<file path="src/hdl/mandel_defs.svh">
`ifndef MANDEL_DEFS_SVH
`define MANDEL_DEFS_SVH

// Image and iteration
`define MANDEL_SIZE           176
`define MANDEL_MAX_ITER       64
`define MANDEL_QUEUE_DEPTH    2
`define MANDEL_FRAC           14
`define MANDEL_STEP_SHIFT     8      // 1/64 per pixel

// 640x480 timing
`define VGA_HOR               640
`define VGA_HOR_FP            16
`define VGA_HOR_SP            96
`define VGA_HOR_BP            48

`define VGA_VER               480
`define VGA_VER_FP            11
`define VGA_VER_SP            2
`define VGA_VER_BP            31

// Frame buffer banking
`define FB_BANKS              16
`define FB_BANK_DEPTH         2048

`endif

</file>
<file path="src/hdl/mandel_pkg.sv">
package mandel_pkg;

   // Fixed point
   typedef logic signed [15:0]   coord_t;       // Q2.14
   typedef logic signed [17:0]   zval_t;        // Q4.14

   typedef logic [6:0]           iter_t;
   typedef logic [1:0]           pix_class_t;
   typedef logic [14:0]          fb_addr_t;     // row * 176 + col
   typedef logic [9:0]           scr_pos_t;
   typedef logic [5:0]           rgb_t;         // {r, g, b}
   typedef logic [1:0]           credit_t;

   typedef enum logic [1:0] {
      CORE_IDLE,
      CORE_ITER,
      CORE_WRITE
   } core_state_t;

   typedef enum logic {
      SCAN_RUN,
      SCAN_DONE
   } scan_state_t;

endpackage

</file>
<file path="src/hdl/mandel_ifs.sv">
`timescale 1ns/1ps

//////////////////////////////////////////////////
// Scanner to core, credit flow control

interface point_if import mandel_pkg::*; ();

   logic       point_valid;
   coord_t     c_re;
   coord_t     c_im;
   fb_addr_t   addr;
   logic       credit_return;   // One pulse per pop

   modport scanner (
      output point_valid,
      output c_re,
      output c_im,
      output addr,
      input  credit_return
   );

   modport core (
      input  point_valid,
      input  c_re,
      input  c_im,
      input  addr,
      output credit_return
   );

endinterface


</file>
<file path="src/hdl/point_scanner.sv">
`timescale 1ns/1ps
`include "mandel_defs.svh"

module point_scanner import mandel_pkg::*; (
   input  logic      pll_clk,
   input  logic      i_nrst,
   point_if.scanner  pt
);

   localparam coord_t      C_ORIGIN  = 16'h8000;   // -2.0, wraps for im
   localparam fb_addr_t    LAST_ADDR = fb_addr_t'(`MANDEL_SIZE * `MANDEL_SIZE - 1);
   localparam logic [7:0]  LAST_POS  = 8'(`MANDEL_SIZE - 1);

   scan_state_t   state;
   credit_t       credits;
   logic [7:0]    a;          // Column
   logic [7:0]    b;          // Row
   fb_addr_t      lin_addr;
   logic          issue;
   logic          a_wrap;

   assign issue  = (state == SCAN_RUN) && (credits != '0);
   assign a_wrap = (a == LAST_POS);

   // Row-major walk, linear address tracks b * 176 + a
   always_ff @(posedge pll_clk or negedge i_nrst) begin
      if (!i_nrst) begin
         state    <= SCAN_RUN;
         a        <= '0;
         b        <= '0;
         lin_addr <= '0;
      end else if (issue) begin
         a        <= a_wrap ? '0 : a + 8'd1;
         lin_addr <= lin_addr + 1'b1;
         if (a_wrap)
            b <= b + 8'd1;
         if (lin_addr == LAST_ADDR)
            state <= SCAN_DONE;   // Nothing more after (175, 175)
      end
   end

   always_ff @(posedge pll_clk or negedge i_nrst) begin
      if (!i_nrst) begin
         credits        <= credit_t'(`MANDEL_QUEUE_DEPTH);
         pt.point_valid <= 1'b0;
      end else begin
         pt.point_valid <= issue;
         case ({issue, pt.credit_return})
            2'b10:   credits <= credits - 1'b1;
            2'b01:   credits <= credits + 1'b1;
            default: ;                          // Spend and return cancel
         endcase
      end
   end

   always_ff @(posedge pll_clk) begin
      if (issue) begin
         pt.c_re <= C_ORIGIN + coord_t'({8'd0, a} << `MANDEL_STEP_SHIFT);
         pt.c_im <= C_ORIGIN - coord_t'({8'd0, b} << `MANDEL_STEP_SHIFT);
         pt.addr <= lin_addr;
      end
   end

endmodule

</file>
<file path="src/flat_wrapper.sv">
// flat-port wrapper written by rule: the top's interface ports become plain ports
module point_scanner_flat import mandel_pkg::*;
  (pll_clk, i_nrst, pt_point_valid, pt_c_re, pt_c_im, pt_addr, pt_credit_return);
  point_if pt_i ();
  input  logic pll_clk;
  input  logic i_nrst;
  output wire logic [$bits(pt_i.point_valid)-1:0] pt_point_valid;
  output wire logic [$bits(pt_i.c_re)-1:0] pt_c_re;
  output wire logic [$bits(pt_i.c_im)-1:0] pt_c_im;
  output wire logic [$bits(pt_i.addr)-1:0] pt_addr;
  input wire logic [$bits(pt_i.credit_return)-1:0] pt_credit_return;
  assign pt_point_valid = pt_i.point_valid;
  assign pt_c_re = pt_i.c_re;
  assign pt_c_im = pt_i.c_im;
  assign pt_addr = pt_i.addr;
  assign pt_i.credit_return = pt_credit_return;
  point_scanner u_core (.pll_clk(pll_clk), .i_nrst(i_nrst), .pt(pt_i));
endmodule
</file>
<file path="config.mk">
export PLATFORM = sky130hd
export DESIGN_NAME = point_scanner_flat
export DESIGN_NICKNAME = d
export VERILOG_FILES = /design/src/hdl/mandel_pkg.sv /design/src/hdl/mandel_ifs.sv /design/src/hdl/point_scanner.sv /design/src/flat_wrapper.sv
export VERILOG_INCLUDE_DIRS = /design/src /design/src/hdl
export SDC_FILE = /design/constraint.sdc
export NUM_CORES = 1
export LEC_CHECK = 0
export BUFFER_PORTS_ARGS = -buffer_cell sky130_fd_sc_hd__buf_2
export CORE_ASPECT_RATIO = 0.8
export CORE_MARGIN = 2
export CORE_UTILIZATION = 30
export CTS_CLUSTER_DIAMETER = 120
export DETAILED_ROUTE_END_ITERATION = 12
export HOLD_SLACK_MARGIN = 0.08
export PLACE_DENSITY_LB_ADDON = 0.05
export SLEW_MARGIN = 20
export SYNTH_ARGS = -nofsm -noshare
export SYNTH_HDL_FRONTEND = slang
export SYNTH_SLANG_ARGS = --single-unit
</file>
<file path="constraint.sdc">
create_clock -name pll_clk -period 2.8 [get_ports pll_clk]
set_input_delay 0.42 -clock pll_clk [delete_from_list [all_inputs] [get_ports pll_clk]]
set_output_delay 0.42 -clock pll_clk [all_outputs]
set_load 0.05 [all_outputs]
</file>
Word-level counts from Yosys, hierarchy flattened
Index checks and enable logic that the tools add are counted.
{"block": "word_totals", "romBits": 0, "out_inout_bits": 48, "ramBits": 0, "ff_bits": 82, "inputBits": 3, "elab_cells": 28, "memories": 0, "latch_bits": 0}
{"block": "op_classes", "n_mul": 0, "eq_ne": 4, "div": 0, "shifts": 0, "n_mux": 2, "order_cmp": 0, "reduce_logical": 5, "bitwise": 1, "addsub": 7}
{"operator": "16-bit adder, first input constant", "count": 1}
{"operator": "8-bit by 1-bit adder with 8-bit output, second input constant", "count": 2}
{"operator": "16-bit subtractor, first input constant", "count": 1}
{"operator": "15-bit by 1-bit adder with 15-bit output, second input constant", "count": 1}
{"operator": "15-bit equality test, second input constant", "count": 1}
{"operator": "8-bit equality test, second input constant", "count": 1}
{"operator": "8-bit two-way mux", "count": 1}
{"operator": "2-bit one-hot mux with 2 select lines", "count": 1}
{"operator": "2-bit AND reduction", "count": 2}
{"operator": "2-bit nonzero test", "count": 2}
{"operator": "2-bit by 1-bit adder with 2-bit output, second input constant", "count": 1}
{"operator": "2-bit by 1-bit equality test with 1-bit output, second input constant", "count": 1}
{"operator": "2-bit equality test, second input constant", "count": 1}
{"operator": "2-bit by 1-bit subtractor with 2-bit output, second input constant", "count": 1}
{"operator": "1-bit logical AND", "count": 1}
{"operator": "1-bit NOT", "count": 1}

Logic depth before layout (Yosys ltp)
{"block": "depth", "word_depth": 4, "depth_mapped": 6, "depth_no_buf": 5}

Worst setup path before layout
No wires, ideal clock.
{"block": "synth_path", "path_type": "register to register", "from": "register u_core.credits[1]", "to": "register u_core.a[6]", "t_arrival_ps": 1763, "stages_incl_launch_ff": 5, "period_less_slack_ps": 1887, "setup_ps": 124, "required_time_ps": 2676, "n_path_buf": 0, "slack_ps": 913, "cell_sequence": "dfstp_2 -> o21bai_4 -> inv_1 -> nand4_1 -> xnor2_1"}
{"block": "synth_between", "elab_chain_len": 2}
{"element": "start: declaration", "line_no": "point_scanner.sv:15", "rtl": "credit_t credits;"}
{"element": "start signal: assignment", "line_no": "point_scanner.sv:44", "rtl": "credits <= credit_t'(`MANDEL_QUEUE_DEPTH);"}
{"element": "start signal: assignment", "line_no": "point_scanner.sv:49", "rtl": "2'b10: credits <= credits - 1'b1;"}
{"element": "start signal: assignment", "line_no": "point_scanner.sv:50", "rtl": "2'b01: credits <= credits + 1'b1;"}
{"element": "2-bit nonzero test", "line_no": "point_scanner.sv:22", "rtl": "assign issue = (state == SCAN_RUN) && (credits != '0);"}
{"element": "1-bit logical AND", "line_no": "point_scanner.sv:22"}
{"element": "via u_core.issue", "line_no": "point_scanner.sv:19", "rtl": "logic issue;"}
{"element": "end signal: assignment", "line_no": "point_scanner.sv:33", "rtl": "a <= a_wrap ? '0 : a + 8'd1;"}
{"element": "end: declaration", "line_no": "point_scanner.sv:16", "rtl": "logic [7:0] a;"}
The timed path passes the listed nets, and every way through them passes these cells.
A chain may end at the register's enable or synchronous reset.

Worst setup path in the final report
Same ends and word-level chain as after synthesis.

==> out/summary.txt <==
Mux cell area share after synthesis -> 0
Vias per inst -> 4.32
Die Y -> 89.9 um
Setup WS pre-CTS -> 929 ps
CTS root buf -> clkbuf_16
Worst-Margin Slew -> 839 ps
Number of clock sinks -> 66
Fin worst setup slack -> 982 ps
R2R Setup Slk -> 980 ps
Fillers -> 888
First-pass DRT Iterations -> 4
Worst Path Required -> 3000 ps
Initial drt markers -> 38
Syn_area_per_cell -> 13.7 um2
Primary FF master, synth -> dfrtp_1
Io pins -> 51
Post-synth EDFFs -> 31
Num CTS Buffers -> 9
Site Rows -> 31
Endpoints failing setup -> 0
Final Util -> 0.363
Simple-gate share of the synthesized area -> 0.135
Vias in the first global route -> 1547
WS Path Type -> register to register
Unrepaired setup endpoints after global routing -> no
Largest cells by area after synthesis -> edfxtp_1, dfrtp_1, xnor2_1
Grt ovf -> 0
Die W -> 111 um
FF-to-FF Start -> u_core.credits[1]
GRT Util Overall -> 0.105
Gpl congestion -> 0.677
Power Internal -> 2310 uW
FF-to-FF End -> u_core.a[6]
Nets -> 253
Largest net degree at the start of global routing -> 36
Post-synth ARST share -> 0.530
Final min period -> 1820 ps
Routed vias -> 1575
Post-cts sizing count -> 0
Area Growth Syn to Fin -> 18.0%
Initial antenna violation count -> 0
Synth Area in XOR/XNOR -> 0.104
Detailed placer's ending HPWL -> 3170 um
Adder-cell area share of the yosys netlist -> 0.0226
Share of cells above drive strength 1 -> 0.224
CP arrival -> 2010 ps
Starting Density -> 0.307
H-tree depth -> 3
Post-synth top area cell -> edfxtp_1
# DRC -> 0
TritonCTS clock tree -> yes
Post-CTS setup buffer count -> 0
Fmax -> 550 MHz
CP Capture Type -> register
Clock Tree Buf Depth -> 2
Leakage -> 0.00143 uW
Seq pwr share -> 0.409
Sw Ratio -> 0.419
Footprint of the multi-input gates -> 856 um2
Clock Skews -> 4.31 ps
Reg area -> 0.00181 mm2
Port bufs -> 34
Hold Slack -> 199 ps
Hold bufs inserted after CTS -> 0
Die area -> 0.0100 mm2
Slew Limit Headroom -> 0.441
Startpoint Class -> register
Slew Limit Fails -> 0
Main combinational cell family by area after synthesis -> simple AND/OR/NAND/NOR gates
Antenna diodes -> 0
Setup total negative slack -> 0 ps
Final ANT Viol Nets -> 0
Seq/Total Area, Yosys -> 0.654
PwrDens -> 1220 mW/mm2
Comb pwr share -> 0.351
Max-Cap Viols -> 0
First-pass GRT wire length -> 8200 um
Switching power -> 1670 uW
Yosys top cell area share -> 0.336
Top fanout value on the critical path -> 21
Run status -> completed
Routed WL -> 4830 um
Hold Crit Class -> primary input to async pin
Mapped Area -> 0.00277 mm2
Worst Reg2Reg Path Length in Cells -> 5
Compound-cell area share of the yosys netlist -> 0.0253
Worst-Skew Late Latency -> 310 ps
Core Region -> 0.00900 mm2
Clock slew seen by the registers of the worst setup and hold paths -> 50 ps
Yosys warns -> 0
Hold Violations, Final -> 0
Mapped Cells -> 202
#FFs+latches synth -> 66
Yosys cell types -> 34
Clk pwr share -> 0.240
Max VDD drop -> 596 uV
Period Utilization, post-route -> 0.649
WL per Instance -> 13.2 um
area by class of cell:
type | instances | area share
Clock inverter | 5 | 0.00651
Inverter | 5 | 0.00575
Sequential cell | 66 | 0.554
Timing Repair Buffer | 36 | 0.0567
Multi-Input combinational cell | 127 | 0.262
Clock buffer | 11 | 0.0713
Tap cell | 115 | 0.0441
flip-flops by register name (all words and copies together) (netlist names):
signal and count:
u_core.lin_addr 15, u_core.credits 2, u_core.b 8, u_core.pt.c_im 8
u_core.state 1, u_core.pt.addr 15, u_core.pt.c_re 8, u_core.pt.point_valid 1
u_core.a 8
layer usage:
layer | GRT usage | vias up | share of wire
met5 | 0 | - | 0
met1 | 0.152 | 754 | 0.51
met3 | 0.0479 | 4 | 0.061
li1 | - | 769 | -
met2 | 0.139 | 48 | 0.42
met4 | 0.0309 | 0 | 0.0079
placed cells by master, fill, tap and decap left out, types with 3 or more instances in the layout:
master / count
and3_1: 3
edfxtp_1: 31
ha_1: 5
clkbuf_16: 9
clkinv_1: 3
nor4b_1: 3
conb_1: 16
xor2_1: 7
nor3_1: 5
o21ai_0: 3
nor2_1: 7
dfrtp_1: 34
buf_2: 34
nand4_1: 7
xnor2_1: 26
nand3_1: 12
inv_1: 5
nand2_1: 18
per-stage QoR:
stage | total power (uW) | instance area (um2) | cells
global route | 4210 | 3270 | 365
CTS | 4050 | 3270 | 365
detailed placement | 3050 | 3010 | 349
global placement | 3070 | 3010 | 349
floorplan | 2750 | 2820 | 217
finish | 3980 | 3270 | 365
how the worst max path moves through the flow:
| stage | startpoint | to | slack, ps | depth (start not counted) |
|---|---|---|---|---|
| detailed placement | u_core.credits[0] | u_core.a[6] | 930 | 5 |
| global route | u_core.credits[0] | u_core.a[6] | 790 | 5 |
| finish | u_core.credits[1] | u_core.a[6] | 980 | 5 |
| floorplan | u_core.credits[1] | u_core.a[6] | 910 | 4 |
| CTS | u_core.credits[0] | u_core.a[6] | 920 | 5 |
| global placement | u_core.credits[1] | u_core.a[6] | 960 | 5 |
power by group through the flow:
stage,Clock [uW],Combinational (uW),Sequential (uW)
finish,954,1400,1630
global route,1030,1490,1680
CTS,997,1420,1630
detailed placement,0,1420,1640
global placement,0,1420,1650
floorplan,0,418,2330
worst max-delay path, cell delays in order (launching register included):
cell      delay (ps)
dfstp_2          560
o21bai_4         190
inv_1            300
buf_4            350
nand4_1          150
xnor2_1          140
cell families (layout without fill, tap and decap cells):
family,after synthesis,count (layout)
AO/OA/AOI/OAI,9,9
XOR/XNOR,33,33
adder cells (fa/ha/maj),5,5
buffers and inverters,24,57
flip-flops,66,66
other,1,16
AND/OR/NAND/NOR,64,64
Yosys cell counts (2+ instances only):
cell and number:
buf_4 16, nand3_1 12, nor4b_1 3, dfrtp_1 34, nor2_1 7, xor2_1 7, nand4_1 7, a21o_1 2
o21ai_0 3, nand2_1 18, nor3_1 5, ha_1 5, and3_1 3, xnor2_1 26, inv_1 5, edfxtp_1 31
Power figures use the tool's default switching activity.
