[src/hdl/mandel_defs.svh]
`ifndef MANDEL_DEFS_SVH
`define MANDEL_DEFS_SVH

// Image and iteration
`define MANDEL_SIZE           176
`define MANDEL_MAX_ITER       64
`define MANDEL_QUEUE_DEPTH    2
`define MANDEL_FRAC           14
`define MANDEL_STEP_SHIFT     8      // 1/64 per pixel

// 640x480 timing
`define VGA_HOR               640
`define VGA_HOR_FP            16
`define VGA_HOR_SP            96
`define VGA_HOR_BP            48

`define VGA_VER               480
`define VGA_VER_FP            11
`define VGA_VER_SP            2
`define VGA_VER_BP            31

// Frame buffer banking
`define FB_BANKS              16
`define FB_BANK_DEPTH         2048

`endif

[src/hdl/mandel_pkg.sv]
package mandel_pkg;

   // Fixed point
   typedef logic signed [15:0]   coord_t;       // Q2.14
   typedef logic signed [17:0]   zval_t;        // Q4.14

   typedef logic [6:0]           iter_t;
   typedef logic [1:0]           pix_class_t;
   typedef logic [14:0]          fb_addr_t;     // row * 176 + col
   typedef logic [9:0]           scr_pos_t;
   typedef logic [5:0]           rgb_t;         // {r, g, b}
   typedef logic [1:0]           credit_t;

   typedef enum logic [1:0] {
      CORE_IDLE,
      CORE_ITER,
      CORE_WRITE
   } core_state_t;

   typedef enum logic {
      SCAN_RUN,
      SCAN_DONE
   } scan_state_t;

endpackage

[src/hdl/mandel_ifs.sv]
`timescale 1ns/1ps

//////////////////////////////////////////////////
// Scanner to core, credit flow control

interface point_if import mandel_pkg::*; ();

   logic       point_valid;
   coord_t     c_re;
   coord_t     c_im;
   fb_addr_t   addr;
   logic       credit_return;   // One pulse per pop

   modport scanner (
      output point_valid,
      output c_re,
      output c_im,
      output addr,
      input  credit_return
   );

   modport core (
      input  point_valid,
      input  c_re,
      input  c_im,
      input  addr,
      output credit_return
   );

endinterface

//////////////////////////////////////////////////
// Core to frame buffer, no back-pressure

interface result_if import mandel_pkg::*; ();

   logic          wr_valid;
   fb_addr_t      wr_addr;
   pix_class_t    wr_class;
   logic          done_last;

   modport core (
      output wr_valid,
      output wr_addr,
      output wr_class,
      output done_last
   );

   modport fb (
      input  wr_valid,
      input  wr_addr,
      input  wr_class,
      input  done_last
   );

endinterface

[src/hdl/mandelbrot_core.sv]
`timescale 1ns/1ps
`include "mandel_defs.svh"

module mandelbrot_core import mandel_pkg::*; (
   input  logic      pll_clk,
   input  logic      i_nrst,
   point_if.core     pt,
   result_if.core    res
);

   localparam int                 PTR_W     = $clog2(`MANDEL_QUEUE_DEPTH);
   localparam int                 CNT_W     = $clog2(`MANDEL_QUEUE_DEPTH + 1);
   localparam fb_addr_t           LAST_ADDR = fb_addr_t'(`MANDEL_SIZE * `MANDEL_SIZE - 1);
   localparam iter_t              MAX_ITER  = iter_t'(`MANDEL_MAX_ITER);
   localparam logic signed [35:0] ESC_LIMIT = 36'sd4 <<< (2 * `MANDEL_FRAC);   // 4.0

   // Point queue
   coord_t              q_re   [`MANDEL_QUEUE_DEPTH];
   coord_t              q_im   [`MANDEL_QUEUE_DEPTH];
   fb_addr_t            q_addr [`MANDEL_QUEUE_DEPTH];
   logic [PTR_W-1:0]    wr_ptr;
   logic [PTR_W-1:0]    rd_ptr;
   logic [CNT_W-1:0]    q_count;
   logic                pop;

   // Engine
   core_state_t         state;
   coord_t              cr;
   coord_t              ci;
   fb_addr_t            cur_addr;
   zval_t               zr;
   zval_t               zi;
   iter_t               iter;
   logic signed [35:0]  zr2;
   logic signed [35:0]  zi2;
   logic signed [35:0]  zri;
   logic signed [35:0]  mag;
   logic                escaped;
   logic                step;

   //////////////////////////////////////////////////
   // Queue, depth matches the scanner's credits

   assign pop              = (state == CORE_IDLE) && (q_count != '0);
   assign pt.credit_return = pop;

   always_ff @(posedge pll_clk or negedge i_nrst) begin
      if (!i_nrst) begin
         wr_ptr  <= '0;
         rd_ptr  <= '0;
         q_count <= '0;
      end else begin
         if (pt.point_valid)
            wr_ptr <= wr_ptr + 1'b1;
         if (pop)
            rd_ptr <= rd_ptr + 1'b1;
         if (pt.point_valid && !pop)
            q_count <= q_count + 1'b1;
         else if (pop && !pt.point_valid)
            q_count <= q_count - 1'b1;
      end
   end

   always_ff @(posedge pll_clk) begin
      if (pt.point_valid) begin
         q_re[wr_ptr]   <= pt.c_re;
         q_im[wr_ptr]   <= pt.c_im;
         q_addr[wr_ptr] <= pt.addr;
      end
   end

   //////////////////////////////////////////////////
   // Escape-time iteration

   assign zr2     = zr * zr;
   assign zi2     = zi * zi;
   assign zri     = zr * zi;
   assign mag     = zr2 + zi2;
   assign escaped = mag > ESC_LIMIT;
   assign step    = (state == CORE_ITER) && !escaped && (iter != MAX_ITER);

   always_ff @(posedge pll_clk or negedge i_nrst) begin
      if (!i_nrst)
         state <= CORE_IDLE;
      else begin
         case (state)
            CORE_IDLE:  if (pop) state <= CORE_ITER;
            CORE_ITER:  if (!step) state <= CORE_WRITE;
            CORE_WRITE: state <= CORE_IDLE;
            default:    state <= CORE_IDLE;
         endcase
      end
   end

   always_ff @(posedge pll_clk) begin
      if (pop) begin
         cr       <= q_re[rd_ptr];
         ci       <= q_im[rd_ptr];
         cur_addr <= q_addr[rd_ptr];
         zr       <= '0;
         zi       <= '0;
         iter     <= '0;
      end else if (step) begin
         zr   <= zval_t'((zr2 - zi2) >>> `MANDEL_FRAC) + zval_t'(cr);
         zi   <= zval_t'(zri >>> (`MANDEL_FRAC - 1)) + zval_t'(ci);   // 2*zr*zi
         iter <= iter + 1'b1;
      end
   end

   // Result
   assign res.wr_valid  = (state == CORE_WRITE);
   assign res.wr_addr   = cur_addr;
   assign res.done_last = res.wr_valid && (cur_addr == LAST_ADDR);

   always_comb begin
      if (iter < iter_t'(8))
         res.wr_class = 2'd0;
      else if (iter < iter_t'(16))
         res.wr_class = 2'd1;
      else if (iter < iter_t'(32))
         res.wr_class = 2'd2;
      else
         res.wr_class = 2'd3;
   end

endmodule

[src/flat_wrapper.sv]
// flat-port wrapper written by rule: the top's interface ports become plain ports
module mandelbrot_core_flat import mandel_pkg::*;
  (pll_clk, i_nrst, pt_point_valid, pt_c_re, pt_c_im, pt_addr, pt_credit_return, res_wr_valid, res_wr_addr, res_wr_class, res_done_last);
  point_if pt_i ();
  result_if res_i ();
  input  logic pll_clk;
  input  logic i_nrst;
  input wire logic [$bits(pt_i.point_valid)-1:0] pt_point_valid;
  input wire logic [$bits(pt_i.c_re)-1:0] pt_c_re;
  input wire logic [$bits(pt_i.c_im)-1:0] pt_c_im;
  input wire logic [$bits(pt_i.addr)-1:0] pt_addr;
  output wire logic [$bits(pt_i.credit_return)-1:0] pt_credit_return;
  output wire logic [$bits(res_i.wr_valid)-1:0] res_wr_valid;
  output wire logic [$bits(res_i.wr_addr)-1:0] res_wr_addr;
  output wire logic [$bits(res_i.wr_class)-1:0] res_wr_class;
  output wire logic [$bits(res_i.done_last)-1:0] res_done_last;
  assign pt_i.point_valid = pt_point_valid;
  assign pt_i.c_re = pt_c_re;
  assign pt_i.c_im = pt_c_im;
  assign pt_i.addr = pt_addr;
  assign pt_credit_return = pt_i.credit_return;
  assign res_wr_valid = res_i.wr_valid;
  assign res_wr_addr = res_i.wr_addr;
  assign res_wr_class = res_i.wr_class;
  assign res_done_last = res_i.done_last;
  mandelbrot_core u_core (.pll_clk(pll_clk), .i_nrst(i_nrst), .pt(pt_i), .res(res_i));
endmodule
[config.mk]
export PLATFORM = sky130hd
export DESIGN_NAME = mandelbrot_core_flat
export DESIGN_NICKNAME = d
export VERILOG_FILES = /design/src/hdl/mandel_pkg.sv /design/src/hdl/mandel_ifs.sv /design/src/hdl/mandelbrot_core.sv /design/src/flat_wrapper.sv
export VERILOG_INCLUDE_DIRS = /design/src /design/src/hdl
export SDC_FILE = /design/constraint.sdc
export NUM_CORES = 2
export LEC_CHECK = 0
export ABC_AREA = 0
export BUFFER_PORTS_ARGS = -buffer_cell sky130_fd_sc_hd__buf_2
export CAP_MARGIN = 5
export CORE_ASPECT_RATIO = 0.5
export CORE_MARGIN = 2
export CORE_UTILIZATION = 40
export CTS_CLUSTER_DIAMETER = 150
export DETAILED_ROUTE_END_ITERATION = 10
export PLACE_DENSITY = 0.63
export SLEW_MARGIN = 0
export SYNTH_ARGS = -nofsm -noshare
export SYNTH_HDL_FRONTEND = slang
export SYNTH_SLANG_ARGS = --single-unit
[constraint.sdc]
create_clock -name pll_clk -period 21.1 [get_ports pll_clk]
set_input_delay 4.22 -clock pll_clk [delete_from_list [all_inputs] [get_ports pll_clk]]
set_output_delay 4.22 -clock pll_clk [all_outputs]
set_load 0.01 [all_outputs]
# Yosys cells after proc, flatten, opt, wreduce, memory -nomap -nowiden
# Memory sizes are Yosys's and may differ from the RTL's. A register that Yosys moved wholly into a read port is not among the register bits.
# Cells that the tools add are included.
# Widths: inputs -> output; s select.
dict set report op_classes {
  addsub 9
  n_mul 3
  n_lt_le_gt_ge 4
  n_eq_ne 6
  muxes 10
  n_reduce_logical 13
}
# cell n
set ops {}
lappend ops {{$mul 18x18->36} 2}
lappend ops {{$add 18x16->18} 2}
lappend ops {{$add 36x36->36} 1}
lappend ops {{$gt 36x32->1 const B} 1}
lappend ops {{$sub 32x32->32} 1}
lappend ops {{$mul 18x18->31} 1}
lappend ops {{$eq 15x15->1 const B} 1}
lappend ops {{$mux 2} 6}
lappend ops {{$add 7x1->7 const B} 1}
lappend ops {{$lt 7x4->1 const B} 1}
lappend ops {{$lt 7x5->1 const B} 1}
lappend ops {{$lt 7x6->1 const B} 1}
lappend ops {{$ne 7x7->1 const B} 1}
lappend ops {{$logic_and 1x1->1} 6}
lappend ops {{$pmux 2 s2} 1}
lappend ops {{$reduce_bool 2->1} 2}
lappend ops {{$logic_not 1->1} 3}
lappend ops {{$mux 1} 3}
lappend ops {{$add 1x1->1 const B} 2}
lappend ops {{$add 2x1->2 const B} 1}
lappend ops {{$eq 2x1->1 const B} 1}
lappend ops {{$eq 2x2->1 const B} 1}
lappend ops {{$logic_not 2->1} 1}
lappend ops {{$ne 2x1->1 const B} 1}
lappend ops {{other kinds (3)} 3}
dict set report word_totals {
  reg_bits 49
  ramBits 94
  output_inout_bits 20
  wordCells 55
  memories 3
}
# memory words width rd rd_clocked_by_memory_dff write_ports line
set memory_table {}
lappend memory_table {u_core.q_im 2 16 1 1 1 mandelbrot_core.sv:19} ;# coord_t q_im [`MANDEL_QUEUE_DEPTH];
lappend memory_table {u_core.q_re 2 16 1 1 1 mandelbrot_core.sv:18} ;# coord_t q_re [`MANDEL_QUEUE_DEPTH];
lappend memory_table {u_core.q_addr 2 15 1 1 1 mandelbrot_core.sv:20} ;# fb_addr_t q_addr [`MANDEL_QUEUE_DEPTH];

# Depth between registers and ports, before layout
dict set report logic_depth {
  ltp_word 8
  depth_mapped 50
  mapped_depth_nobuf 48
}

# Least setup slack after synthesis
# Ideal clock, no wire load.
dict set report synth_timing {
  kind {reg-to-reg}
  from {register u_core.zr[3]}
  to {register u_core.zr[17]}
  setup_ns 0.070
  arrival_time_ns 9.741
  path_slack_ns 11.289
  stages_incl_launch_ff 40
  period_less_slack_ns 9.811
  cell_sequence {dfxtp_1 clkbuf_1 buf_1 nand2_1 fa_1 inv_1 fa_1 inv_1 fa_1 fa_1 inv_1 fa_1 inv_1 fa_1 inv_1 ha_1 nor2b_1 or3_1 [4 not listed] o41ai_1 a211o_1 a21oi_1 o41ai_1 a21oi_1 xor2_1 ha_1 clkbuf_1 a21oi_1 nor2_1 nor2_1 o21ai_0 a211o_1 a21oi_1 xnor2_1 nor3_1 a2111o_1 a21oi_1}
}
dict set report synth_between {
  elab_chain_len 6
  elab_cells_between_ends 8
  classes_between {3 x add/sub; 1 x mul; 1 x order compare; 3 x reduce/logical}
}
# element line
set synth_rtl {}
lappend synth_rtl {{from (decl)} mandelbrot_core.sv:31} ;# zval_t zr;
lappend synth_rtl {{from (signal assigned)} mandelbrot_core.sv:104} ;# zr <= zval_t'((zr2 - zi2) >>> `MANDEL_FRAC) + zval_t'(cr);
lappend synth_rtl {{$mul 18x18->36 (*)} mandelbrot_core.sv:75} ;# assign zr2 = zr * zr;
lappend synth_rtl {{$add 36x36->36} mandelbrot_core.sv:78} ;# assign mag = zr2 + zi2;
lappend synth_rtl {{$gt 36x32->1} mandelbrot_core.sv:79} ;# assign escaped = mag > ESC_LIMIT;
lappend synth_rtl {{$logic_not 1->1} mandelbrot_core.sv:80} ;# assign step = (state == CORE_ITER) && !escaped && (iter != MAX_ITER);
lappend synth_rtl {{$logic_and 1x1->1 (2 in series)} mandelbrot_core.sv:80}
# Mark *: on every way between the ends. The rest lies on a longest branch, timed or not.
# A chain may end at the register's enable or synchronous reset.

# Final worst setup path
dict set report layout_timing {
  from {register u_core.zi[8]}
  to {register u_core.iter[5]}
}
dict set report layout_between {
  elab_chain_len 6
}
# element line
set layout_rtl {}
lappend layout_rtl {{from (decl)} mandelbrot_core.sv:32} ;# zval_t zi;
lappend layout_rtl {{from (signal assigned)} mandelbrot_core.sv:105} ;# zi <= zval_t'(zri >>> (`MANDEL_FRAC - 1)) + zval_t'(ci);
lappend layout_rtl {{$mul 18x18->36} mandelbrot_core.sv:76} ;# assign zi2 = zi * zi;
lappend layout_rtl {{$add 36x36->36} mandelbrot_core.sv:78}
lappend layout_rtl {{$gt 36x32->1} mandelbrot_core.sv:79}
lappend layout_rtl {{$logic_not 1->1} mandelbrot_core.sv:80}
lappend layout_rtl {{$logic_and 1x1->1 (2 in series)} mandelbrot_core.sv:80}
lappend layout_rtl {{to (signal assigned)} mandelbrot_core.sv:106} ;# iter <= iter + 1'b1;
lappend layout_rtl {{to (decl)} mandelbrot_core.sv:33} ;# iter_t iter;
# No other way between the ends.

==> run metrics <==
ranking of synthesized cells by area=fa_1 41%, ha_1 11%, inv_1 10%, edfxtp_1 9.9%, nand2_1 4.0%; status=complete, no violations; relative slew slack=0.09676; Logic pwr share=0.800; Hold Crit Class=reg2reg; Detailed Routing Iterations Pass 1=6; setup TNS=0 ns; final non-filler cell total=5944; initial antenna violation count=0; die area=110200 sq um; Post-DRT Antenna Nets=0; DRT Wirelength=105.1 mm; Worst path slowest cell=a2111oi_0; Final Hold Violating Endpoints=0; Cells after DPL=5912; ratio of total power to cell area=105.9 nW/um^2; Yosys Warn Count=0; Fin Hold WS=0.4858 ns; routability cong.=0.9022; FMAX=79.98 MHz; clock sink count=190; CP startpoint kind=register; kind of critical path=reg2reg; leading register cell type out of synthesis=edfxtp_1; number of clock buffers inserted by TritonCTS=17; CTS Root Cell=clkbuf_16; Core Region=105700 sq um; chip height=235.7 microns; top cell type's share of synthesized area=0.4115; EDFF count, synth=141; post-synth net total=5869; # rows=84; most frequent cell after synthesis=inv_1; Synth-to-Final Area Change=5.706%; Initial DRC Count=1977; required time worst endpoint=21.47 ns; worst-margin pin slew=1.321 ns; crit end category=register; CP Data Arrival Time=12.87 ns; max-cap violations=0; Internal=2.147 mW; routed vias/inst=5.062; Final Power=4.811 mW; Mapped Cells=4544; Post-CTS Setup Inserts=0; Ant. Diodes=0; Yosys reg bits=190; Yosys top cell by area=fa_1; max incr delay on CP=1.14 ns; Post-synth top cells=1179 x inv_1, 883 x fa_1, 457 x nand2_1; post-DR wirelength/cell=17.69 microns; layout cells sized above 1=0.04729; post-CTS sizing=0; Clock Tree Buf Depth=2; Initial Util=0.4063; Clk pwr share=0.073; vias in the first global route=32540; worst-path fanout max=36; CTS tree=done; I/O pin count=70; DP HPWL=86.11 mm; largest net degree at the start of global routing=48; chip width=467.5 microns; CTS Hold Bufs=0; Psw=2.664 mW; Total Routing Usage GR=0.1979; Max VDD drop=277.8 uV; H-tree depth=4; Netlist cell types=77; global-route wire length before repair=173.5 mm; Post-Syn Area=42960 sq um; clk slew on worst S/H paths=0.08 ns; sequential share of the synthesized area=0.1221; Tmin final=12.50 ns; leakage=22.17 nW; Mapped Avg Cell Area=9.454 sq um; switch share=0.5538; number of setup violations in the final report=0; nets=5837; Final Cycle Share=0.5926; DRC=0; gr ovfl total=0; # port buffers=69; cell mode on critical path=inv_1; Worst-Skew Late Latency=0.47 ns; RSZ-0062 raised after global routing=no; Async SR Flop Fraction=0.03158; via count=30090; Pins Over Slew Limit=0; Seq pwr share=0.127; skew final=0.02365 ns
==> state kept, by name, indices dropped and copies added, names as in the netlist <==
name	flops
u_core.ci	16
u_core.cr	16
u_core.iter	7
u_core.q_addr	30
u_core.q_count	2
u_core.q_im	32
u_core.q_re	32
u_core.rd_ptr	1
u_core.res.wr_addr	15
u_core.state	2
u_core.wr_ptr	1
u_core.zi	18
u_core.zr	18
==> power by group through the flow <==
stage / logic [mW] / clock network, mW / registers (mW)
2_1_floorplan: 2.70 / 0 / 0.589
3_3_place_gp: 3.74 / 0 / 0.615
3_5_place_dp: 3.82 / 0 / 0.618
4_1_cts: 3.85 / 0.357 / 0.610
5_1_grt: 4.22 / 0.369 / 0.620
6_report: 3.85 / 0.351 / 0.610
==> kinds of logic (layout without fill, tap and decap cells) <==
| kind of cell | after synthesis | in the layout | share of synthesized area |
|---|---|---|---|
| compound gates | 421 | 421 | 0.06405 |
| xor+xnor | 187 | 187 | 0.03845 |
| fa+ha+maj | 1275 | 1275 | 0.5257 |
| buf+inv | 1353 | 1334 | 0.1188 |
| flops | 190 | 190 | 0.1221 |
| mux | 86 | 86 | 0.02147 |
| simple gates | 1032 | 1032 | 0.1095 |
==> per-stage QoR <==
step,utilization,instance area [sq um],setup slack [ns]
2_1_floorplan,-,42960,11.29
3_3_place_gp,0.4238,44810,9.403
3_5_place_dp,0.4238,44810,8.982
4_1_cts,0.4295,45410,8.945
5_1_grt,0.4295,45410,8.191
6_report,0.4295,45410,8.597
==> critical path, delay by kind of cell, from the launching register on <==
kind            cells  cell delay [ns]
compound gates     12             4.04
fa+ha+maj           8             3.85
simple gates        8             2.18
buf+inv            10             1.36
flops               1             0.93
==> cells in the final DEF (no fill, tap or decap), drive strengths merged, types with 19 or more instances in the layout <==
master / netlist / final
inv: 1179 / 1186
fa: 883 / 883
nand2: 457 / 457
ha: 392 / 392
nor2: 223 / 223
and2: 167 / 167
xnor2: 144 / 144
edfxtp: 141 / 141
a21oi: 130 / 130
buf: 16 / 116
o21ai: 76 / 76
mux2: 49 / 49
dfxtp: 43 / 43
xor2: 42 / 42
a21o: 41 / 41
nor3: 37 / 37
mux2i: 37 / 37
nand3: 33 / 33
o21bai: 30 / 30
nor2b: 26 / 26
a211oi: 23 / 23
o21a: 22 / 22
nand2b: 22 / 22
or3: 19 / 19
==> worst paths after layout <==
kind                                                     from                       endpoint  slack, ns  cells after the start
min in group asynchronous                              i_nrst  u_core.q_count[1]$_DFFE_PN0P_       3.57                      1
worst max register to register      u_core.zi[8]$_SDFFE_PP0P_    u_core.iter[5]$_SDFFE_PP0P_       8.60                     38
worst min register to register  u_core.q_count[1]$_DFFE_PN0P_  u_core.q_count[1]$_DFFE_PN0P_       0.49                      1
worst min-delay path            u_core.q_count[1]$_DFFE_PN0P_  u_core.q_count[1]$_DFFE_PN0P_       0.49                      1
worst max-delay path                u_core.zi[8]$_SDFFE_PP0P_    u_core.iter[5]$_SDFFE_PP0P_       8.60                     38
max in group asynchronous                              i_nrst      u_core.rd_ptr$_DFFE_PN0P_      17.37                      1
==> metal layers <==
| layer | track usage | part of all wire |
|---|---|---|
| met1 | 0.2796 | 0.44 |
| met2 | 0.3254 | 0.48 |
| met3 | 0.02613 | 0.060 |
| met4 | 0.04018 | 0.019 |
| met5 | 0 | 0 |
==> cell type report <==
class | instances | area (sq um)
tap | 1419 | 1775
multi-input combinational | 3001 | 32640
clock inverter | 14 | 171.4
fill | 10310 | 60320
sequential | 190 | 5246
inverter | 1186 | 4453
timing repair buffer | 116 | 698.2
clock buffer | 18 | 429.2
No activity file was read; power rests on OpenSTA's default activity.
