$ cat config.mk
export PLATFORM = sky130hd
export DESIGN_NAME = vga_scanout
export DESIGN_NICKNAME = d
export VERILOG_FILES = /design/src/hdl/mandel_pkg.sv /design/src/hdl/vga_scanout.sv
export VERILOG_INCLUDE_DIRS = /design/src /design/src/hdl
export SDC_FILE = /design/constraint.sdc
export NUM_CORES = 1
export LEC_CHECK = 0
export ABC_AREA = 1
export BUFFER_PORTS_ARGS = -buffer_cell sky130_fd_sc_hd__buf_2
export CAP_MARGIN = 20
export CORE_UTILIZATION = 28
export CTS_BUF_LIST = sky130_fd_sc_hd__clkbuf_8
export DETAILED_ROUTE_END_ITERATION = 10
export PLACE_DENSITY = 0.48
export RECOVER_POWER = 100
export SYNTH_ARGS = -nofsm -noshare
export SYNTH_HDL_FRONTEND = slang
export SYNTH_SLANG_ARGS = --single-unit
$ cat constraint.sdc
create_clock -name pll_clk -period 4.3 [get_ports pll_clk]
set_input_delay 0.43 -clock pll_clk [delete_from_list [all_inputs] [get_ports pll_clk]]
set_output_delay 0.43 -clock pll_clk [all_outputs]
set_load 0.02 [all_outputs]
$ cat src/hdl/mandel_defs.svh
`ifndef MANDEL_DEFS_SVH
`define MANDEL_DEFS_SVH

// Image and iteration
`define MANDEL_SIZE           176
`define MANDEL_MAX_ITER       64
`define MANDEL_QUEUE_DEPTH    2
`define MANDEL_FRAC           14
`define MANDEL_STEP_SHIFT     8      // 1/64 per pixel

// 640x480 timing
`define VGA_HOR               640
`define VGA_HOR_FP            16
`define VGA_HOR_SP            96
`define VGA_HOR_BP            48

`define VGA_VER               480
`define VGA_VER_FP            11
`define VGA_VER_SP            2
`define VGA_VER_BP            31

// Frame buffer banking
`define FB_BANKS              16
`define FB_BANK_DEPTH         2048

`endif

$ cat src/hdl/mandel_pkg.sv
package mandel_pkg;

   // Fixed point
   typedef logic signed [15:0]   coord_t;       // Q2.14
   typedef logic signed [17:0]   zval_t;        // Q4.14

   typedef logic [6:0]           iter_t;
   typedef logic [1:0]           pix_class_t;
   typedef logic [14:0]          fb_addr_t;     // row * 176 + col
   typedef logic [9:0]           scr_pos_t;
   typedef logic [5:0]           rgb_t;         // {r, g, b}
   typedef logic [1:0]           credit_t;

   typedef enum logic [1:0] {
      CORE_IDLE,
      CORE_ITER,
      CORE_WRITE
   } core_state_t;

   typedef enum logic {
      SCAN_RUN,
      SCAN_DONE
   } scan_state_t;

endpackage

$ cat src/hdl/vga_scanout.sv
`timescale 1ns/1ps
`include "mandel_defs.svh"

module vga_scanout import mandel_pkg::*; (
   input  logic         pll_clk,
   input  logic         i_nrst,
   input  pix_class_t   i_rdata,
   output fb_addr_t     o_raddr,
   output logic         o_hs,
   output logic         o_vs,
   output rgb_t         o_rgb
);

   // Line: visible, front porch, sync, back porch
   localparam scr_pos_t H_SYNC_ON  = scr_pos_t'(`VGA_HOR + `VGA_HOR_FP);
   localparam scr_pos_t H_SYNC_OFF = scr_pos_t'(`VGA_HOR + `VGA_HOR_FP + `VGA_HOR_SP);
   localparam scr_pos_t H_LAST     = scr_pos_t'(`VGA_HOR + `VGA_HOR_FP + `VGA_HOR_SP
                                                + `VGA_HOR_BP - 1);

   localparam scr_pos_t V_SYNC_ON  = scr_pos_t'(`VGA_VER + `VGA_VER_FP);
   localparam scr_pos_t V_SYNC_OFF = scr_pos_t'(`VGA_VER + `VGA_VER_FP + `VGA_VER_SP);
   // One extra back porch line, 525 in all
   localparam scr_pos_t V_LAST     = scr_pos_t'(`VGA_VER + `VGA_VER_FP + `VGA_VER_SP
                                                + `VGA_VER_BP);

   localparam scr_pos_t SIZE       = scr_pos_t'(`MANDEL_SIZE);

   scr_pos_t   h_cnt;
   scr_pos_t   v_cnt;
   scr_pos_t   h_next;
   scr_pos_t   v_next;
   logic       h_wrap;
   logic       in_sq;
   rgb_t       pal;

   //////////////////////////////////////////////////
   // Counters, next position drives the RAM read

   assign h_wrap = (h_cnt == H_LAST);
   assign h_next = h_wrap ? '0 : h_cnt + 1'b1;

   always_comb begin
      if (!h_wrap)
         v_next = v_cnt;
      else if (v_cnt == V_LAST)
         v_next = '0;
      else
         v_next = v_cnt + 1'b1;
   end

   assign o_raddr = fb_addr_t'(v_next) * fb_addr_t'(`MANDEL_SIZE) + fb_addr_t'(h_next);

   always_ff @(posedge pll_clk or negedge i_nrst) begin
      if (!i_nrst) begin
         h_cnt <= '0;
         v_cnt <= '0;
         in_sq <= 1'b0;
      end else begin
         h_cnt <= h_next;
         v_cnt <= v_next;
         in_sq <= (h_next < SIZE) && (v_next < SIZE);   // Aligns with RAM data
      end
   end

   //////////////////////////////////////////////////
   // Palette and output registers

   always_comb begin
      case (i_rdata)
         2'd0:    pal = 6'b000011;   // Blue
         2'd1:    pal = 6'b111100;   // Yellow
         2'd2:    pal = 6'b110000;   // Red
         default: pal = 6'b111111;   // White
      endcase
   end

   always_ff @(posedge pll_clk or negedge i_nrst) begin
      if (!i_nrst) begin
         o_hs  <= 1'b1;
         o_vs  <= 1'b1;
         o_rgb <= '0;
      end else begin
         o_hs  <= !((h_cnt >= H_SYNC_ON) && (h_cnt < H_SYNC_OFF));
         o_vs  <= !((v_cnt >= V_SYNC_ON) && (v_cnt < V_SYNC_OFF));
         o_rgb <= in_sq ? pal : '0;   // Black outside the square
      end
   end

endmodule

======== Yosys cells after proc, flatten, opt, wreduce, memory -nomap -nowiden ========
Index checks and enable logic that the tools add are counted.
storage, ports and cells
  bits in registers ....................... 29
  input port bits ......................... 4
operators by class
  $add $sub $neg .......................... 3
  $mul .................................... 1
  magnitude comparators ................... 6
  eq/ne operators ......................... 4
  multiplexer cells ....................... 5
  reduce and logical (&&, ||, !) cells .... 6
operators by type and width
  cell                                                          count
  2-to-1 mux 10 bit                                             3
  adder 10 x 1 -> 10 bit (second input constant)                2
  == test 10 bit (second input constant)                        2
  less-than comparator 10 x 8 -> 1 bit (second input constant)  2
  one-hot mux 6 bit (3 select lines)                            1
  adder 15 x 10 -> 15 bit                                       1
  multiplier 10 x 4 -> 11 bit (second input constant)           1
  >= comparator 10 bit (second input constant)                  1
  >= comparator 10 x 9 -> 1 bit (second input constant)         1
  less-than comparator 10 bit (second input constant)           1
  less-than comparator 10 x 9 -> 1 bit (second input constant)  1
  2-to-1 mux 6 bit                                              1
  logical AND 1 bit                                             3
  == test 2 x 1 -> 1 bit (second input constant)                1
  == test 2 bit (second input constant)                         1
  logical NOT 1 bit                                             2
  logical NOT 2 bit                                             1

======== Logic depth before layout (Yosys ltp) ========
Gate-level depths: netlist (run 1).
  depth after elaboration ................. 5
  mapped depth ............................ 30
  gate-level depth less buffers ........... 30

======== Worst setup path after synthesis (run 1) ========
OpenSTA, ideal clock, no wires.
  kind .................................... register to output
  start point ............................. register h_cnt[0]
  end point ............................... output o_raddr[14]
  data arrival time ....................... 4.331 ns
  path slack .............................. -0.461 ns
  stages on the path, launching flop included .. 28
  path buffers ............................ 0
  cells stage by stage .................... dfrtp_1 ha_1 nand2_2 nor2_4 nand3_1 nor2_4 nand2_1 a221oi_1 ha_1 inv_1 fa_1 inv_1 ha_1 nand2_1 nand3_1 xor2_1 inv_1 ha_1 nand2_1 inv_1 nand4_1 nand3_1 nand3_1 nor2_1 nand2_1 nor2_1 nand3_1 nand2_1
between the ends
  cells in the longest elaborated chain, start to end .. 4
ends and longest elaborated chain
  item                         line               RTL
  from (decl)                  vga_scanout.sv:28  scr_pos_t h_cnt;
  from (signal assigned)       vga_scanout.sv:59  h_cnt <= h_next;
  == test 10 bit               vga_scanout.sv:39  assign h_wrap = (h_cnt == H_LAST);
  2-to-1 mux 10 bit            vga_scanout.sv:43  if (!h_wrap)
  via v_next[2]                vga_scanout.sv:31  scr_pos_t v_next;
  multiplier 10 x 4 -> 11 bit  vga_scanout.sv:51  assign o_raddr = fb_addr_t'(v_next) * fb_addr_t'(`MANDEL_SIZE) + fb_addr_t'(h_next);
  adder 15 x 10 -> 15 bit      vga_scanout.sv:51
  to (decl)                    vga_scanout.sv:8   output fb_addr_t o_raddr,
The timed path passes the listed nets, and every way through them passes these cells.

======== Final worst setup path (run 1) ========
  start point ............................. register h_cnt[1]
  end point ............................... output o_raddr[14]
Same word-level chain as after synthesis.

==> summary.txt, run 1 <==
Reg2reg end: in_sq
Vias: 2,635
Fin crit share: 1.15
Clk_lat worst skew: 280 ps
Fill cell count: 941
CORE AREA: 9200 um2
Slowest stage delay, CP: 490 ps
Synth Net Count: 400
Vias in the first global route: 2,585
Main combinational cell family by area after synthesis: simple AND/OR/NAND/NOR gates
Hold_ws: 448 ps
Critical Path Start: h_cnt[1]
Vias/cell: 4.49
Largest net degree at the start of global routing: 27
Most frequent cells in the layout: 89 x buf_4, 73 x inv_1, 52 x nand2_1, 28 x nand3_1, 26 x ha_1
WP data required: 3870 ps
FF/Latch Area: 653 um2
Die height: 99.1 um
Final setup margin: -653 ps
Power per cell area: 122 nW/um2
Headroom to the max-slew limit: 0.0718
Placed Cells incl. Taps: 570
Status: finished with violations
Final Hold Viols: 0
Ys flop type: dfrtp_1
Least-Margin Pin Slew: 1390 ps
Worst vdd rail ir drop: 0.000127 V
Endpoints failing setup: 7
Chip width: 99.1 um
Reg power frac: 0.519
Rows: 35
DR iter-0 viols: 76
Number of CTS-inserted buffers: 3
Final Wtd Congestion: 0.823
CTS Sinks: 26
Longest Clk Path Bufs: 2
#FFs+latches synth: 26
Post-Synth Adder-Cell Area: 0.207
Int Pwr: 375 uW
First-pass GRT wire length: 11.6 mm
Worst setup EP type: primary output
Final nets: 520
XOR/XNOR Fraction of Synth Area: 0.0497
Lkg Pwr: 0.00216 uW
Final Slew Violations: 0
Synth Area in Compound Gates: 0.0824
Area occupied by multi-input gates: 1860 um2
Yosys cell types: 37
Seq/Total Area, Yosys: 0.247
Mean routed wirelength per cell: 11.7 um
CP arrival: 4520 ps
Cells on worst reg2reg path: 14
Number of max-cap violations: 0
Synth Cell Area: 2640 um2
Crit path kind: reg -> out
Port Buffers: 26
Switching Share: 0.214
Worst path slowest cell: fa_1
Startpoint types: flip-flop
Syn-to-layout area delta: 48.2%
Most common cell after layout, fill and taps aside: buf_4
Gate power share: 0.037
Net switching power: 102 uW
Syn_area_per_cell: 7.40 um2
Clk pwr share: 0.444
Final critical-path required period: 4950 ps
Clock-pin slew on the worst setup and hold paths: 100 ps
Warnings, synthesis: 0
Final Skew: 5.08 ps
Hold WC Path Type: in -> async
Post-route ant nets: 0
Share of layout cells above drive strength 1: 0.368
Die area: 9830 um2
Htree depth: 1
Total track usage: 0.146
Diode count: 0
Starting Density: 0.287
GR Overflow Total: 0
Residual DRC: 0
Initial antenna violation count: 0
Pre-CTS WS: -522 ps
Post-place instance area: 3570 um2
I/O pins: 27
Async set-reset flop share out of synthesis: 1.00
Drt pass-1 iters: 5
Finished Layout Cells: 587
Setup slack, reg-to-reg: 2060 ps
Simple-gate share of the synthesized area: 0.273
CTS tree: built
Final cell area excluding filler cells: 3920 um2
Crit path max fanout: 5
Post-synth EDFFs: 0
Mux cell area share after synthesis: 0
Fmax achieved: 202 MHz
CTS root buf: clkbuf_8
Hpwl dp: 5.54 mm
WL final: 6.84 mm
RSZ-0062 raised after global routing: yes
FF-to-FF Start: h_cnt[1]
Cells after synthesis: 357
Failing checks: negative setup slack
==> cells by family (layout without fill, tap and decap cells) <==
| group | after synthesis | after routing |
|---|---|---|
| AO/OA/AOI/OAI | 38 | 38 |
| XOR/XNOR | 15 | 15 |
| adder cells (fa/ha/maj) | 39 | 39 |
| buffers and inverters | 91 | 210 |
| flip-flops | 26 | 26 |
| AND/OR/NAND/NOR | 148 | 148 |
==> state kept, by name (all words and copies together), names as in the netlist <==
name / flops
v_cnt: 10
in_sq: 1
o_hs: 1
o_vs: 1
o_rgb: 3
h_cnt: 10
==> Yosys cell counts (2+ instances only) <==
| library cell | n | area share |
|---|---|---|
| a21o_1 | 2 | 0.0057 |
| a21oi_1 | 13 | 0.025 |
| a31oi_1 | 2 | 0.0047 |
| buf_4 | 7 | 0.020 |
| dfrtp_1 | 24 | 0.23 |
| dfstp_2 | 2 | 0.020 |
| fa_1 | 8 | 0.061 |
| ha_1 | 31 | 0.15 |
| inv_1 | 80 | 0.11 |
| inv_2 | 3 | 0.0043 |
| nand2_1 | 58 | 0.082 |
| nand2_2 | 4 | 0.0095 |
| nand2_4 | 2 | 0.0085 |
| nand3_1 | 34 | 0.064 |
| nand4_1 | 7 | 0.017 |
| nor2_1 | 26 | 0.037 |
| nor2_2 | 2 | 0.0047 |
| nor2_4 | 2 | 0.0085 |
| nor3_1 | 4 | 0.0076 |
| nor4_1 | 2 | 0.0047 |
| o21ai_0 | 13 | 0.025 |
| o21bai_1 | 2 | 0.0057 |
| o31ai_1 | 2 | 0.0057 |
| xnor2_1 | 5 | 0.017 |
| xor2_1 | 10 | 0.033 |
==> critical path: cells and delay by family (launching register included) <==
kind | cells | cell delay, ps
DFF | 1 | 370
AOI/OAI and AO/OA | 1 | 90
adders and majority gates | 5 | 1520
buffers and inverters | 9 | 820
and+or+nand+nor | 13 | 1290
xor gates and xnor gates | 1 | 140
==> per-stage QoR <==
stage | utilization | TNS, ps | power, uW
2_1_floorplan | - | -477 | 264
3_3_place_gp | 0.388 | -1100 | 272
3_5_place_dp | 0.388 | -1560 | 272
4_1_cts | 0.414 | -3320 | 481
5_1_grt | 0.426 | -4710 | 491
6_report | 0.426 | -3280 | 477
==> final cells by class <==
type | instances | share of cell area
clock buffers | 3 | 0.0105
clock inverters | 1 | 0.00767
inverters | 84 | 0.0809
multi-input cells | 240 | 0.474
flip-flops and latches | 26 | 0.167
well taps | 111 | 0.0355
repair buffers | 122 | 0.225
==> how the worst max path moves through the flow <==
stage | cells past startpoint | end | slack (ps)
final | 29 | o_raddr[14] | -650
after global routing | 31 | o_raddr[14] | -870
after CTS | 29 | o_raddr[14] | -640
after detailed placement | 30 | o_raddr[14] | -520
after global placement | 30 | o_raddr[14] | -390
after floorplan | 29 | o_raddr[14] | -260
==> per-layer routing <==
metal | vias to the layer above | GRT usage | routed length [um]
met2 | 58 | 0.263 | 3380
met3 | 8 | 0.0126 | 210
li1 | 1369 | - | -
met5 | - | 0 | 0
met1 | 1200 | 0.191 | 3170
met4 | 0 | 0.0271 | 74
==> power groups by stage <==
stage	sequential, uW	clock, uW	combinational (uW)
after floorplan	255	0	8.59
after global placement	252	0	19.8
after detailed placement	252	0	20.1
after CTS	247	214	20.2
after global routing	248	223	20.6
final	247	212	17.8
==> what timing repair did <==
action / CTS / global route
endpoints found under the setup margin: 7 / 8
gates resized for setup: 27 / 24
setup buffers: 8 / 5
hold buffers: 0 / 0
pin swaps: 20 / 8
Power figures use the tool's default switching activity.
==> run 2, diff against run 1 <==
--- a/config.mk
+++ b/config.mk
@@ -12,7 +12,7 @@
 export CORE_UTILIZATION = 28
 export CTS_BUF_LIST = sky130_fd_sc_hd__clkbuf_8
 export DETAILED_ROUTE_END_ITERATION = 10
-export PLACE_DENSITY = 0.48
+export PLACE_DENSITY = 0.47
 export RECOVER_POWER = 100
 export SYNTH_ARGS = -nofsm -noshare
 export SYNTH_HDL_FRONTEND = slang
==> constraint.sdc (replaced) <==
create_clock -name pll_clk -period 4.6 [get_ports pll_clk]
set_input_delay 0.46 -clock pll_clk [delete_from_list [all_inputs] [get_ports pll_clk]]
set_output_delay 0.46 -clock pll_clk [all_outputs]
set_load 0.02 [all_outputs]
==> run 2 against run 1 <==
  * Total power fell by 16%
  * Utilization is 1.1 points lower
  * Non-clock buffer count is 14 lower
  * Worst setup slack improved by 320 ps
  * First-iteration DRC count fell by 11%
  * Global-route usage up 0.24 points
  * The run still ends with negative setup slack left
  * Die area did not move
  * Sequential cell count unchanged
  * Clock skew down 1.8 ps
  * Sequential power fell by 6%
  * Clock power is 28% lower
  * Register-to-register slack better by 270 ps
  * Critical endpoint is now o_raddr[10]
==> summary.txt, run 2 (same netlist as run 1, synthesis figures left out) <==
Die area: 9830 um2
Most frequent cells in the layout: 77 x buf_4, 73 x inv_1, 53 x nand2_1, 28 x nand3_1
Fin crit share: 1.07
CTS Sinks: 26
Vias in the first global route: 2,632
Share of layout cells above drive strength 1: 0.355
Hold depth: 2
Crit path kind: reg -> out
Worst vdd rail ir drop: 0.0000904 V
Clock-pin slew on the worst setup and hold paths: 90 ps
Setup slack, reg-to-reg: 2330 ps
Number of max-cap violations: 0
Final Hold Viols: 0
Power per cell area: 105 nW/um2
Total track usage: 0.148
WL final: 6.80 mm
Setup tns final: -1540 ps
Fmax achieved: 203 MHz
Number of CTS-inserted buffers: 3
Final Skew: 3.30 ps
GR Overflow Total: 0
CORE AREA: 9200 um2
Final Slew Violations: 0
Endpoints failing setup: 6
WP data required: 4140 ps
Hold WC Path Type: reg -> reg
DR iter-0 viols: 68
Post-route ant nets: 0
Die height: 99.1 um
Final Wtd Congestion: 0.862
Cells on worst reg2reg path: 15
Syn-to-layout area delta: 44.4%
Startpoint types: flip-flop
I/O pins: 27
Final setup margin: -337 ps
Reg2reg end: in_sq
CP arrival: 4480 ps
Vias: 2,582
Clk_lat worst skew: 270 ps
CTS root buf: clkbuf_8
Failing checks: negative setup slack
Crit path max fanout: 4
Diode count: 0
Initial antenna violation count: 0
Worst Hold End: o_rgb[4]
Residual DRC: 0
Port Buffers: 26
CTS Hold Buffers Added: 0
Drt pass-1 iters: 4
Chip width: 99.1 um
Lkg Pwr: 0.00206 uW
Status: finished with violations
Hold_sp: in_sq
Final critical-path required period: 4940 ps
Least-Margin Pin Slew: 1410 ps
RSZ-0062 raised after global routing: yes
FF-to-FF Start: h_cnt[1]
Vias/cell: 4.51
Pre-CTS WS: -264 ps
Most common cell after layout, fill and taps aside: buf_4
Largest registers: h_cnt: 10 flops, v_cnt: 10 flops, o_rgb: 3 flops
Critical Path Start: h_cnt[1]
Longest Clk Path Bufs: 2
Largest net degree at the start of global routing: 27
Mean routed wirelength per cell: 11.9 um
Rows: 35
First-pass GRT wire length: 11.8 mm
Worst setup EP type: primary output
Final nets: 506
Fill cell count: 944
Htree depth: 1
Hpwl dp: 5.41 mm
CTS tree: built
Headroom to the max-slew limit: 0.0597
Starting Density: 0.287
run 2: cell types whose count changed in the layout (fill, tap and decap cells not counted), sizes merged:
cell / change
bufinv: -1
clkbuf: -1
buf: -12
run 2: worst max path at each step:
stage	to	slack, ps	cells past startpoint
floorplan	o_raddr[12]	-70	25
global placement	o_raddr[14]	-210	30
detailed placement	o_raddr[14]	-260	29
CTS	o_raddr[14]	-300	29
global route	o_raddr[14]	-590	29
finish	o_raddr[10]	-340	26
run 2: report_power, final:
| group | total (uW) | leakage (uW) | internal (uW) | switching, uW |
|---|---|---|---|---|
| clock network | 153 | 0.0000288 | 76.7 | 76.6 |
| registers | 231 | 0.000329 | 230 | 0.899 |
| logic | 16.5 | 0.00170 | 3.41 | 13.1 |
| total | 401 | 0.00206 | 311 | 90.6 |
run 2: through the flow:
stage	total power, uW	utilization	instances	hold WS, ps	instance area, um2
2_1_floorplan	247	-	357	164	2670
3_3_place_gp	254	0.364	548	479	3350
3_5_place_dp	254	0.364	548	471	3350
4_1_cts	408	0.403	568	200	3700
5_1_grt	420	0.415	573	528	3810
6_report	401	0.415	573	487	3810
run 2: final cells by class:
type                            instances  area [um2]  area share
Clock buffer                            4        55.1      0.0144
Inverter                               84         319      0.0836
Multi-Input combinational cell        240        1870       0.491
Sequential cell                        26         653       0.171
Tap cell                              111         139      0.0364
Timing Repair Buffer                  108         777       0.204
run 2: worst max-delay path, stage by stage (launching register included):
cell	delay (ps)
dfrtp_1	380
ha_2	190
nand2_2	60
nor2_4	130
nand2_4	70
nor3_4	220
buf_6	150
buf_6	100
a31oi_4	80
ha_1	300
inv_1	40
fa_1	490
inv_2	50
ha_4	270
nand3_2	80
nand3_2	80
xor2_1	140
inv_1	100
ha_4	250
buf_4	140
a21oi_4	120
nand3_2	100
buf_4	150
buf_6	100
buf_4	130
xnor2_2	120
buf_4	160
run 2: repair_timing:
action | in CTS | in global routing
pin swaps | 32 | 4
gates resized for setup | 38 | 25
setup endpoints to repair | 6 | 7
setup buffers | 16 | 5
run 2: metal layers:
layer  wire length [um]  global-route usage  part of all wire
met4                110              0.0407             0.016
met3                136              0.0169             0.020
met2               3390               0.269              0.50
met5                  0                   0                 0
met1               3160               0.185              0.47
==> run 3, diff against run 2 <==
--- a/config.mk
+++ b/config.mk
@@ -6,7 +6,6 @@
 export SDC_FILE = /design/constraint.sdc
 export NUM_CORES = 1
 export LEC_CHECK = 0
-export ABC_AREA = 1
 export BUFFER_PORTS_ARGS = -buffer_cell sky130_fd_sc_hd__buf_2
 export CAP_MARGIN = 20
 export CORE_UTILIZATION = 28
==> run 3 against run 2 <==
  * The flow still finishes with violations (negative setup slack)
  * First-iteration DRC count rose by 10%
  * Synthesized area fell by 6.2%
  * Non-clock buffer count fell by 35
  * Highest routed layer unchanged
  * Count of clock-buffer cells in the layout fell by 1
  * Total power fell by 6.1%
==> summary.txt, run 3 <==
Status: finished with violations
Failing checks: negative setup slack
Post-route ant nets: 0
Met1 GRT Util: 0.170
Final Wtd Congestion: 0.770
Commonest cells post-synth: 40 x inv_1, 31 x ha_1, 24 x dfrtp_1, 24 x nor2_1, 19 x xnor2_1
Clk_lat worst skew: 270 ps
Seq/Total Area, Yosys: 0.264
Least-Margin Pin Slew: 1380 ps
First-pass GRT wire length: 9.25 mm
Final setup margin: -293 ps
Reg power frac: 0.614
Most frequent cells in the layout: 45 x buf_4, 38 x inv_1, 25 x ha_1, 24 x dfrtp_1, 17 x nor2_1
Total track usage: 0.127
Post-synth EDFFs: 0
Diode count: 0
Worst setup EP type: primary output
Gate power share: 0.044
RSZ-0062 raised after global routing: yes
Synth Cell Area: 2480 um2
Crit path max fanout: 5
Die area: 9230 um2
Clock-pin slew on the worst setup and hold paths: 90 ps
CTS root buf: clkbuf_8
Mean routed wirelength per cell: 12.2 um
#FFs+latches synth: 26
Htree depth: 1
Fin crit share: 1.06
Number of CTS-inserted buffers: 3
Top Family by Delay on Critical Path: adder cells
Area contributors post-synth: dfrtp_1 24%, ha_1 16%, xnor2_1 6.7%
Area leader, netlist: dfrtp_1
Met3 global-route usage: 0.00948
Share of layout cells above drive strength 1: 0.303
Crit path kind: reg -> out
Fill cell count: 868
Die height: 96.1 um
Syn_area_per_cell: 8.91 um2
CP bufs+invs: 3
Area share of the largest cell type after synthesis: 0.242
Async set-reset flop share out of synthesis: 1.00
Power per cell area: 115 nW/um2
Most used routing layer: met2
Critical path, cell by cell: or4b_4 -> nor3_4 -> nand4_1 -> xor2_1 -> nor2_2 -> ha_1 -> inv_1 -> fa_1 -> inv_2 -> ha_4 -> xor2_2 -> ha_1 -> o21a_1 -> o21a_1 -> o211ai_1 -> nor2_1 -> xnor3_2 -> buf_6
CTS Hold Buffers Added: 0
CTS tree: built
Worst path slowest cell: or4b_4
Initial antenna violation count: 0
Final nets: 385
Final critical-path required period: 4890 ps
Vias in the first global route: 2,069
Net switching power: 83.6 uW
Hpwl dp: 4.20 mm
Startpoint types: flip-flop
Headroom to the max-slew limit: 0.0774
Final Hold Viols: 0
Residual DRC: 0
CORE AREA: 8380 um2
Longest Clk Path Bufs: 2
Yosys cell types: 44
Endpoints failing setup: 5
Most common cell in the netlist: inv_1
CTS Sinks: 26
M2 GR Usage: 0.220
Fmax achieved: 204 MHz
Warnings, synthesis: 0
Cells after synthesis: 278
Vias/cell: 4.61
WP data required: 4140 ps
Rows: 33
Hold WC Path Type: in -> async
Number of max-cap violations: 0
Finished Core Util: 0.391
Ys flop type: dfrtp_1
WL final: 5.42 mm
Slowest stage delay, CP: 580 ps
Final Slew Violations: 0
Most common cell after layout, fill and taps aside: buf_4
Starting Density: 0.296
Int Pwr: 293 uW
I/O pins: 27
DR iter-0 viols: 75
Port Buffers: 26
Syn-to-layout area delta: 32.2%
Lkg Pwr: 0.00162 uW
Vias: 2,052
Largest registers: h_cnt: 10 flops, v_cnt: 10 flops, o_rgb: 3 flops
Synth Net Count: 321
Placed Cells incl. Taps: 435
Pre-CTS WS: -61.9 ps
Largest net degree at the start of global routing: 27
CP arrival: 4430 ps
Switching Share: 0.222
Worst vdd rail ir drop: 0.0000884 V
GR Overflow Total: 0
Drt pass-1 iters: 4
Final Skew: 5.46 ps
Finished Layout Cells: 445
Chip width: 96.1 um
Clk pwr share: 0.342
## run 3: power by group through the flow
stage / Sequential, uW / Clock [uW] / Combinational, uW
floorplan: 239 / 0 / 8.07
global placement: 236 / 0 / 18.5
detailed placement: 236 / 0 / 18.9
CTS: 231 / 135 / 18.9
global route: 232 / 142 / 19.3
finish: 231 / 129 / 16.7
## run 3: stage by stage
step	hold WS, ps	power (uW)	area (um2)	TNS (ps)
after floorplan	164	247	2530	0
after global placement	492	254	3000	-96.2
after detailed placement	496	255	3000	-95.2
after CTS	200	385	3140	-905
after global routing	548	394	3270	-2210
final	490	377	3270	-1010
## run 3: path summary, 6_finish.rpt
check	start	endpoint	slack, ps	cells past startpoint
setup / recovery	h_cnt[6]	o_raddr[14]	-290	18
min in group pll_clk	in_sq	o_rgb[3]	510	1
setup reg to reg	h_cnt[6]	in_sq	2240	8
hold / removal	i_nrst	h_cnt[8]	490	1
max in group asynchronous	i_nrst	v_cnt[7]	3300	1
hold reg to reg	in_sq	o_rgb[3]	510	1
## run 3: area by class of cell
cell class              instances  area [um2]  share of cell area
multi-input cells             198        1810               0.553
flip-flops and latches         26         653               0.199
repair buffers                 73         487               0.149
inverters                      40         150              0.0459
well taps                     105         131              0.0401
clock buffers                   3        41.3              0.0126
## run 3: worst register-to-register path, cell delays in order (launching register included)
cell and delay (ps):
dfrtp_1 380, or4b_4 580, buf_4 170, nor4_4 290, buf_4 190, nand4_1 110, xnor2_1 160, nor2_1 100
nor4_1 280
## run 3: per-layer routing
layer	vias up	routed length, um
met5	-	0
li1	1056	-
met2	31	2560
met1	963	2700
met3	2	129
met4	0	34
## run 3: logic make-up after synthesis
family | Yosys count | share of synthesized area
xor gates and xnor gates | 32 | 0.119
DFF | 26 | 0.264
buffers and inverters | 54 | 0.0965
muxes | 3 | 0.0121
adders and majority gates | 39 | 0.221
and+or+nand+nor | 76 | 0.168
AOI/OAI and AO/OA | 48 | 0.120
## run 3: timing repair
| action | CTS | global route |
|---|---|---|
| endpoints found under the hold margin | 0 | 0 |
| gates cloned | 0 | 0 |
| setup buffers | 4 | 4 |
| setup endpoints to repair | 6 | 7 |
| gates resized for setup | 19 | 25 |
| pin swaps | 18 | 12 |
